$ cat src/logic/loopback_consts.svh
// PCS loopback constants
// Block widths, elastic buffer depth and the idle deletion threshold
// shared by the loopback packages and RTL

`ifndef LOOPBACK_CONSTS_SVH
`define LOOPBACK_CONSTS_SVH

// --------------------
// PCS block format
// --------------------
`define PCS_DATA_W 64        // Payload bits per block
`define PCS_KEEP_W 8         // One valid bit per byte
`define PCS_START_W 2        // Start on lane 0 or lane 4

// --------------------
// Elastic buffer
// --------------------
`define LB_DEPTH 8           // Blocks held, also the initial credits

// Idles are deleted while credits are at or below this level
`define LB_IDLE_DROP_TH 2

`endif

$ cat src/logic/loopback_ctrl_pkg.sv
// Loopback control types
// Credit and occupancy counts between capture and buffer,
// overflow drop counter and the TX emitter states

`include "loopback_consts.svh"

package loopback_ctrl_pkg;

	// Holds 0 through LB_DEPTH, used for credits and buffer occupancy
	typedef logic [$clog2(`LB_DEPTH+1)-1:0] lb_credit_t;

	typedef logic [15:0] lb_count_t;  // Overflow drop count

	// TX emitter sequencing
	typedef enum logic [1:0] {
		EMIT_RESET = 2'd0,  // TX PCS held in reset
		EMIT_WAKE  = 2'd1,  // Second release stage
		EMIT_RUN   = 2'd2   // Normal loopback traffic
	} emit_state_t;

endpackage

$ cat src/logic/pcs_types_pkg.sv
// PCS block types
// Describes one decoded block as it leaves the RX PCS and enters
// the TX PCS, single lane

`include "loopback_consts.svh"

package pcs_types_pkg;

	// --------------------
	// Field widths
	// --------------------
	typedef logic [`PCS_DATA_W-1:0]  pcs_data_t;   // Block payload
	typedef logic [`PCS_KEEP_W-1:0]  pcs_keep_t;   // Byte valid mask
	typedef logic [`PCS_START_W-1:0] pcs_start_t;  // Start position flags

	// --------------------
	// Decoded block
	// --------------------
	typedef struct packed {
		logic       ctrl;    // Block carries control characters
		logic       idle;    // Idle block
		logic       term;    // Terminate character present
		logic       err;     // Decode error
		pcs_start_t start;   // Start on lane 0 or lane 4
		pcs_keep_t  keep;    // Valid data bytes
		pcs_data_t  data;    // Payload
	} pcs_block_t;

endpackage

$ cat src/logic/loopback_fifo.sv
// Loopback elastic buffer
// Circular store of PCS blocks between RX capture and TX emitter.
// Each pop hands one credit back to the capture side, which keeps
// the store from ever overflowing
`timescale 1ns/1ns
`include "loopback_consts.svh"

module loopback_fifo (
	input  logic                      rx_clk,
	input  logic                      rst_n_i,
	input  logic                      push_i,
	input  pcs_types_pkg::pcs_block_t push_blk_i,
	input  logic                      pop_i,
	output pcs_types_pkg::pcs_block_t head_blk_o,
	output logic                      not_empty_o,
	output logic                      credit_ret_o
);
	import pcs_types_pkg::*;
	import loopback_ctrl_pkg::*;

	localparam int PTR_W = $clog2(`LB_DEPTH);

	pcs_block_t       mem_q [`LB_DEPTH];
	logic [PTR_W-1:0] wr_ptr_q;
	logic [PTR_W-1:0] rd_ptr_q;
	lb_credit_t       occ_q;
	logic             pop_ok;

	// Wraps at LB_DEPTH even when the depth is not a power of two
	function automatic logic [PTR_W-1:0] ptr_inc(input logic [PTR_W-1:0] ptr);
		if (ptr == PTR_W'(`LB_DEPTH - 1)) begin
			return '0;
		end
		return ptr + PTR_W'(1);
	endfunction

	// --------------------
	// Storage
	// --------------------
	always_ff @(posedge rx_clk) begin
		if (push_i) begin
			mem_q[wr_ptr_q] <= push_blk_i;
		end
	end

	assign head_blk_o  = mem_q[rd_ptr_q];  // Visible the cycle after the push
	assign not_empty_o = (occ_q != '0);
	assign pop_ok      = pop_i & not_empty_o;
	assign credit_ret_o = pop_ok;          // One credit per block leaving

	// --------------------
	// Pointers and occupancy
	// --------------------
	always_ff @(posedge rx_clk or negedge rst_n_i) begin
		if (!rst_n_i) begin
			wr_ptr_q <= '0;
			rd_ptr_q <= '0;
			occ_q    <= '0;
		end else begin
			if (push_i) begin
				wr_ptr_q <= ptr_inc(wr_ptr_q);
			end
			if (pop_ok) begin
				rd_ptr_q <= ptr_inc(rd_ptr_q);
			end
			case ({push_i, pop_ok})
				2'b10:   occ_q <= occ_q + lb_credit_t'(1);
				2'b01:   occ_q <= occ_q - lb_credit_t'(1);
				default: occ_q <= occ_q;
			endcase
		end
	end

endmodule

$ cat src/logic/pcs_loopback_top.sv
// PCS loopback top
// Returns decoded RX blocks to the TX PCS for FPGA link testing.
// Capture, elastic buffer and emitter share the rx_clk domain
`timescale 1ns/1ns

module pcs_loopback_top (
	input  logic                         rx_clk,
	input  logic                         rst_n_i,
	// RX PCS side
	input  pcs_types_pkg::pcs_block_t    rx_blk_i,
	input  logic                         rx_valid_i,
	// TX PCS side
	input  logic                         tx_ready_i,
	output pcs_types_pkg::pcs_block_t    tx_blk_o,
	output logic                         tx_nreset_o,
	// Status
	output loopback_ctrl_pkg::lb_count_t ovf_cnt_o
);
	import pcs_types_pkg::*;

	pcs_block_t push_blk;
	pcs_block_t head_blk;
	logic       push;
	logic       pop;
	logic       not_empty;
	logic       credit_ret;

	// --------------------
	// RX capture
	// --------------------
	pcs_rx_capture u_pcs_rx_capture (
		.rx_clk       (rx_clk),
		.rst_n_i      (rst_n_i),
		.rx_blk_i     (rx_blk_i),
		.rx_valid_i   (rx_valid_i),
		.credit_ret_i (credit_ret),
		.push_o       (push),
		.push_blk_o   (push_blk),
		.ovf_cnt_o    (ovf_cnt_o)
	);

	// --------------------
	// Elastic buffer
	// --------------------
	loopback_fifo u_loopback_fifo (
		.rx_clk       (rx_clk),
		.rst_n_i      (rst_n_i),
		.push_i       (push),
		.push_blk_i   (push_blk),
		.pop_i        (pop),
		.head_blk_o   (head_blk),
		.not_empty_o  (not_empty),
		.credit_ret_o (credit_ret)
	);

	// --------------------
	// TX emitter
	// --------------------
	pcs_tx_emit u_pcs_tx_emit (
		.rx_clk      (rx_clk),
		.rst_n_i     (rst_n_i),
		.head_blk_i  (head_blk),
		.not_empty_i (not_empty),
		.tx_ready_i  (tx_ready_i),
		.pop_o       (pop),
		.tx_blk_o    (tx_blk_o),
		.tx_nreset_o (tx_nreset_o)
	);

endmodule

$ cat src/logic/pcs_rx_capture.sv
// PCS RX capture
// Registers decoded RX blocks and forwards them into the loopback
// buffer under credit control. Idles are deleted when space runs
// low, and data blocks arriving with no credit left are counted
`timescale 1ns/1ns
`include "loopback_consts.svh"

module pcs_rx_capture (
	input  logic                         rx_clk,
	input  logic                         rst_n_i,
	input  pcs_types_pkg::pcs_block_t    rx_blk_i,
	input  logic                         rx_valid_i,
	input  logic                         credit_ret_i,
	output logic                         push_o,
	output pcs_types_pkg::pcs_block_t    push_blk_o,
	output loopback_ctrl_pkg::lb_count_t ovf_cnt_o
);
	import pcs_types_pkg::*;
	import loopback_ctrl_pkg::*;

	pcs_block_t cap_q;
	logic       cap_vld_q;
	lb_credit_t credit_q;
	logic       cap_idle;
	logic       no_credit;
	logic       low_space;
	logic       drop_ovf;

	// --------------------
	// Input stage
	// --------------------
	always_ff @(posedge rx_clk) begin
		if (rx_valid_i) begin
			cap_q <= rx_blk_i;  // Latest valid block
		end
	end

	always_ff @(posedge rx_clk or negedge rst_n_i) begin
		if (!rst_n_i) begin
			cap_vld_q <= 1'b0;
		end else begin
			cap_vld_q <= rx_valid_i;
		end
	end

	// --------------------
	// Push decision
	// --------------------
	assign cap_idle  = cap_q.ctrl & cap_q.idle;
	assign no_credit = (credit_q == '0);
	assign low_space = (credit_q <= lb_credit_t'(`LB_IDLE_DROP_TH));

	// Idles go first, data only stops at zero credit
	assign push_o     = cap_vld_q & ~no_credit & ~(cap_idle & low_space);
	assign drop_ovf   = cap_vld_q & ~cap_idle & no_credit;
	assign push_blk_o = cap_q;

	// Credits track free buffer slots
	always_ff @(posedge rx_clk or negedge rst_n_i) begin
		if (!rst_n_i) begin
			credit_q <= lb_credit_t'(`LB_DEPTH);
		end else begin
			case ({push_o, credit_ret_i})
				2'b10:   credit_q <= credit_q - lb_credit_t'(1);
				2'b01:   credit_q <= credit_q + lb_credit_t'(1);
				default: credit_q <= credit_q;  // Both or neither
			endcase
		end
	end

	// Saturating drop counter
	always_ff @(posedge rx_clk or negedge rst_n_i) begin
		if (!rst_n_i) begin
			ovf_cnt_o <= '0;
		end else if (drop_ovf && (ovf_cnt_o != '1)) begin
			ovf_cnt_o <= ovf_cnt_o + lb_count_t'(1);
		end
	end

endmodule

$ cat src/logic/pcs_tx_emit.sv
// PCS TX emitter
// Feeds buffered blocks to the TX PCS, fills with idles when the
// buffer is empty and holds its output while the TX gearbox pauses.
// Releases the TX PCS reset two cycles after the loopback reset
`timescale 1ns/1ns

module pcs_tx_emit (
	input  logic                      rx_clk,
	input  logic                      rst_n_i,
	input  pcs_types_pkg::pcs_block_t head_blk_i,
	input  logic                      not_empty_i,
	input  logic                      tx_ready_i,
	output logic                      pop_o,
	output pcs_types_pkg::pcs_block_t tx_blk_o,
	output logic                      tx_nreset_o
);
	import pcs_types_pkg::*;
	import loopback_ctrl_pkg::*;

	// Control block with only the idle flag raised
	localparam pcs_block_t IDLE_BLK = '{ctrl: 1'b1, idle: 1'b1, default: '0};

	emit_state_t state_q;
	emit_state_t state_d;
	logic        run;

	// --------------------
	// Reset sequencing
	// --------------------
	always_comb begin
		state_d = state_q;
		case (state_q)
			EMIT_RESET: state_d = EMIT_WAKE;
			EMIT_WAKE:  state_d = EMIT_RUN;
			EMIT_RUN:   state_d = EMIT_RUN;
			default:    state_d = EMIT_RESET;
		endcase
	end

	always_ff @(posedge rx_clk or negedge rst_n_i) begin
		if (!rst_n_i) begin
			state_q <= EMIT_RESET;
		end else begin
			state_q <= state_d;
		end
	end

	assign run         = (state_q == EMIT_RUN);
	assign tx_nreset_o = run;  // High from the second edge after release

	// --------------------
	// Output stage
	// --------------------
	assign pop_o = run & not_empty_i & tx_ready_i;

	// Holds under back-pressure, idle fill when empty
	always_ff @(posedge rx_clk or negedge rst_n_i) begin
		if (!rst_n_i) begin
			tx_blk_o <= IDLE_BLK;
		end else if (run && tx_ready_i) begin
			if (not_empty_i) begin
				tx_blk_o <= head_blk_i;
			end else begin
				tx_blk_o <= IDLE_BLK;
			end
		end
	end

endmodule

$ cat config.mk
export PLATFORM = sky130hd
export DESIGN_NAME = pcs_loopback_top
export DESIGN_NICKNAME = d
export VERILOG_FILES = /design/src/logic/loopback_ctrl_pkg.sv /design/src/logic/pcs_types_pkg.sv /design/src/logic/loopback_fifo.sv /design/src/logic/pcs_loopback_top.sv /design/src/logic/pcs_rx_capture.sv /design/src/logic/pcs_tx_emit.sv
export VERILOG_INCLUDE_DIRS = /design/src /design/src/logic
export SDC_FILE = /design/constraint.sdc
export NUM_CORES = 1
export LEC_CHECK = 0
export BUFFER_PORTS_ARGS = -buffer_cell sky130_fd_sc_hd__buf_2
export CORE_AREA = 2 2 193 271
export DETAILED_ROUTE_END_ITERATION = 6
export DIE_AREA = 0 0 195 273
export GPL_TIMING_DRIVEN = 1
export PLACE_DENSITY_LB_ADDON = 0.15
export SLEW_MARGIN = 15
export SYNTH_ARGS = -nofsm -noshare
export SYNTH_HDL_FRONTEND = slang
export SYNTH_SLANG_ARGS = --single-unit
$ cat constraint.sdc
create_clock -name rx_clk -period 10.15 [get_ports rx_clk]
set_input_delay 0.5075 -clock rx_clk [delete_from_list [all_inputs] [get_ports rx_clk]]
set_output_delay 0.5075 -clock rx_clk [all_outputs]
set_load 0.03 [all_outputs]
==> reports/qor.yml <==
grt_max_degree: 113
cts_tree: "done"
worst-setup-path-type: "flop to flop"
cts_setup_buffers: 0
grt_pass1_wl_um: 89470
via_count: 13980
synth_area_leaders: "edfxtp_1 70%, mux4_2 12%, dfrtp_1 9.0%"
yosys.area.top_type: "edfxtp_1"
syn_inst: 1392
coreArea_um2: 50760
overflow: 0
design.die.area_um2: 53240
min_period_ps: 3153
use_met2_pct: 38.94
ys_ff_latch: 813
synth_edf_count: 702
clock.fmax_ghz: 0.3172
worstPathCellList: "inv_1 -> ha_1 -> and2_1 -> nand2b_4 -> inv_1 -> ha_1 -> inv_1 -> ha_1 -> a21o_1 -> a21oi_1 -> mux2i_1 -> xnor2_1"
ant_nets: 0
drv_slew: 0
syn_nets: 1488
die_y_um: 273
netlist_area_um2: 30180
grt_pass1_vias: 14530
root_buffer: "clkbuf_16"
grt_busiest_layer: "met2"
insertion_delay_ps: 600
clock_path_buffers: 3
yosysUniqueCellTypes: 38
syn_avg_cell_area_um2: 21.68
wirelength_um: 59520
worstHoldPathType: "input pin to flop"
wl_per_cell_um: 25.78
outcome: "completed"
initialDrtViolationCount: 1112
fin_worst_skew_ps: 17.45
async_flop_share_pct: 13.65
slowest_delay_ps: 360
routed_via_density: 6.055
worst_pin_slew_ps: 1139
n_antenna_cell: 0
fp.dieW_um: 195
grtUsageMet1_pct: 31.47
io_pins: 177
fin_util_pct: 67.03
cp.required_ps: 10680
synthFlopType: "edfxtp_1"
antenna_found_initial: 1
fin_nets: 1699
maxSlewHeadroom_pct: 24.08
syn_to_final_growth_pct: 12.74
numPortBuffers: 176
critPathSlowestCell: "dfrtp_1"
drt-pass1-iter-count: 7
yosys_warnings: 0
irDropWorstVdd_mv: 0.2311
critical_path_buf_inv_count: 3
arrival_ps: 3680
setup_viol: 0
setup_ws_ps: 6997
worst_setup_path_end_kind: "flop"
pre_cts_slack_ps: 6773
maxCapViolations: 0
initial_core_util_pct: 59.45
gr-usage-all-layers_pct: 22.99
cts.sinks: 813
pwr_density_cell_nw_per_um2: 283.3
rsz0062_at_grt: "no"
gp_congestion: 0.7406
critPathTopFamily: "adder cells"
gr-usage-met3_pct: 4.073
dp_hpwl_um: 30480
numCtsBuffers: 73
rows: 98
setup_tns_ps: 0
cts_max_level: 3
synth-seq-area-share_pct: 79.06
synth_top_cell_area_share_pct: 69.84
drc_errors: 0
drive_gt1_share_pct: 29.42
critPathMaxFanout: 31
p_leak_nw: 11.78
worstSetupStartpointType: "flop"
hold_viol_final: 0
path_clk_slew_ps: 60
finalCritPeriodShare_pct: 31.06
-- where the power goes --
group / leakage, nW / internal, W / switching, W
Combinational: 2.88 / 0.00103 / 0.00133
Clock: 1.10 / 0.00146 / 0.00114
Sequential: 7.80 / 0.00427 / 0.000413
-- cell type report --
| cell class | count | area, um^2 |
|---|---|---|
| Tap cell | 650 | 813.3 |
| Inverter | 6 | 22.52 |
| Timing Repair Buffer | 200 | 1085 |
| Clock inverter | 33 | 222.7 |
| Sequential cell | 813 | 23870 |
| Multi-Input combinational cell | 509 | 5986 |
| Fill cell | 3351 | 16740 |
| Clock buffer | 98 | 2026 |
-- Yosys cell counts (7+ instances only) --
cell	number
nand4_1	7
edfxtp_1	702
buf_2	24
mux2i_1	81
nor2_1	8
xor2_1	16
o21ai_1	56
o21ai_0	22
dfrtp_1	108
mux4_2	156
ha_1	12
nand2_1	94
buf_6	12
clkbuf_1	22
nor3_1	10
-- repair_timing --
action | CTS | global route
hold buffers | 1 | 0
resized for setup | 0 | 0
endpoints found under the hold margin | 57 | 0
-- path summary, 6_finish.rpt --
check / endpoint / depth (start not counted) / from / slack [ps]
worst max-delay path: u_pcs_rx_capture.credit_q[3] / 12 / u_pcs_tx_emit.state_q[0] / 7000
max in group asynchronous: u_loopback_fifo.rd_ptr_q[2] / 3 / rst_n_i / 8220
worst max register to register: u_pcs_rx_capture.credit_q[3] / 12 / u_pcs_tx_emit.state_q[0] / 7000
min in group asynchronous: u_pcs_tx_emit.tx_blk_o[29] / 2 / rst_n_i / 560
worst min-delay path: u_pcs_rx_capture.push_blk_o[33] / 1 / rx_blk_i[33] / 80
worst min register to register: u_pcs_tx_emit.tx_blk_o[72] / 2 / u_pcs_tx_emit.tx_blk_o[72] / 470
-- metrics by stage --
step / power, W / hold slack, ps / std cells / instance area [um^2]
floorplan: 0.006483 / 211.9 / 1392 / 30180
global placement: 0.007093 / 457.7 / 2177 / 31760
detailed placement: 0.007156 / 464.7 / 2177 / 31760
CTS: 0.009748 / 40.82 / 2309 / 34020
global route: 0.01007 / 46.96 / 2309 / 34030
finish: 0.009642 / 75.17 / 2309 / 34030
-- cell usage in the layout (no fill, tap or decap), types with 3 or more instances in the layout --
| cell type | n |
|---|---|
| xor2_1 | 16 |
| o21ai_1 | 56 |
| clkinv_1 | 9 |
| nor2_4 | 3 |
| a21o_1 | 3 |
| nor4b_2 | 4 |
| nor2_1 | 5 |
| inv_1 | 6 |
| dfrtp_1 | 105 |
| o21ai_0 | 22 |
| mux2_2 | 5 |
| nor3_2 | 4 |
| mux4_2 | 156 |
| clkbuf_16 | 77 |
| ha_1 | 12 |
| buf_2 | 174 |
| nand2_1 | 93 |
| dfstp_2 | 3 |
| nor3_1 | 6 |
| dfrtp_4 | 3 |
| clkbuf_1 | 19 |
| nand4_1 | 7 |
| edfxtp_1 | 702 |
| clkinvlp_4 | 3 |
| xnor2_1 | 5 |
| buf_4 | 23 |
| clkinv_2 | 16 |
| and3_1 | 4 |
| nor3b_1 | 4 |
| mux2i_1 | 81 |
-- cell families after synthesis --
logic type      after synthesis  synth area share (%)
compound gates               88                 1.584
flops                       813                 79.06
simple gates                143                 2.222
xor+xnor                     21                0.6094
fa+ha+maj                    15                0.6674
buf+inv                      70                 1.343
mux                         242                 14.51
-- routing by layer --
| metal | up-vias | share of wire (%) |
|---|---|---|
| met1 | 7448 | 41 |
| met5 | - | 0.022 |
| met4 | 2 | 1.6 |
| met2 | 415 | 51 |
| li1 | 6050 | - |
| met3 | 66 | 5.6 |
-- registers in the layout, summed over array words and instances (netlist names), 2 cells and up --
signal,flops
u_loopback_fifo.mem_q,624
u_pcs_rx_capture.push_blk_o,78
u_pcs_tx_emit.tx_blk_o,78
u_pcs_rx_capture.ovf_cnt_o,16
u_loopback_fifo.occ_q,4
u_pcs_rx_capture.credit_q,4
u_loopback_fifo.rd_ptr_q,3
u_loopback_fifo.wr_ptr_q,3
u_pcs_tx_emit.state_q,2
No activity file was read; power rests on OpenSTA's default activity.
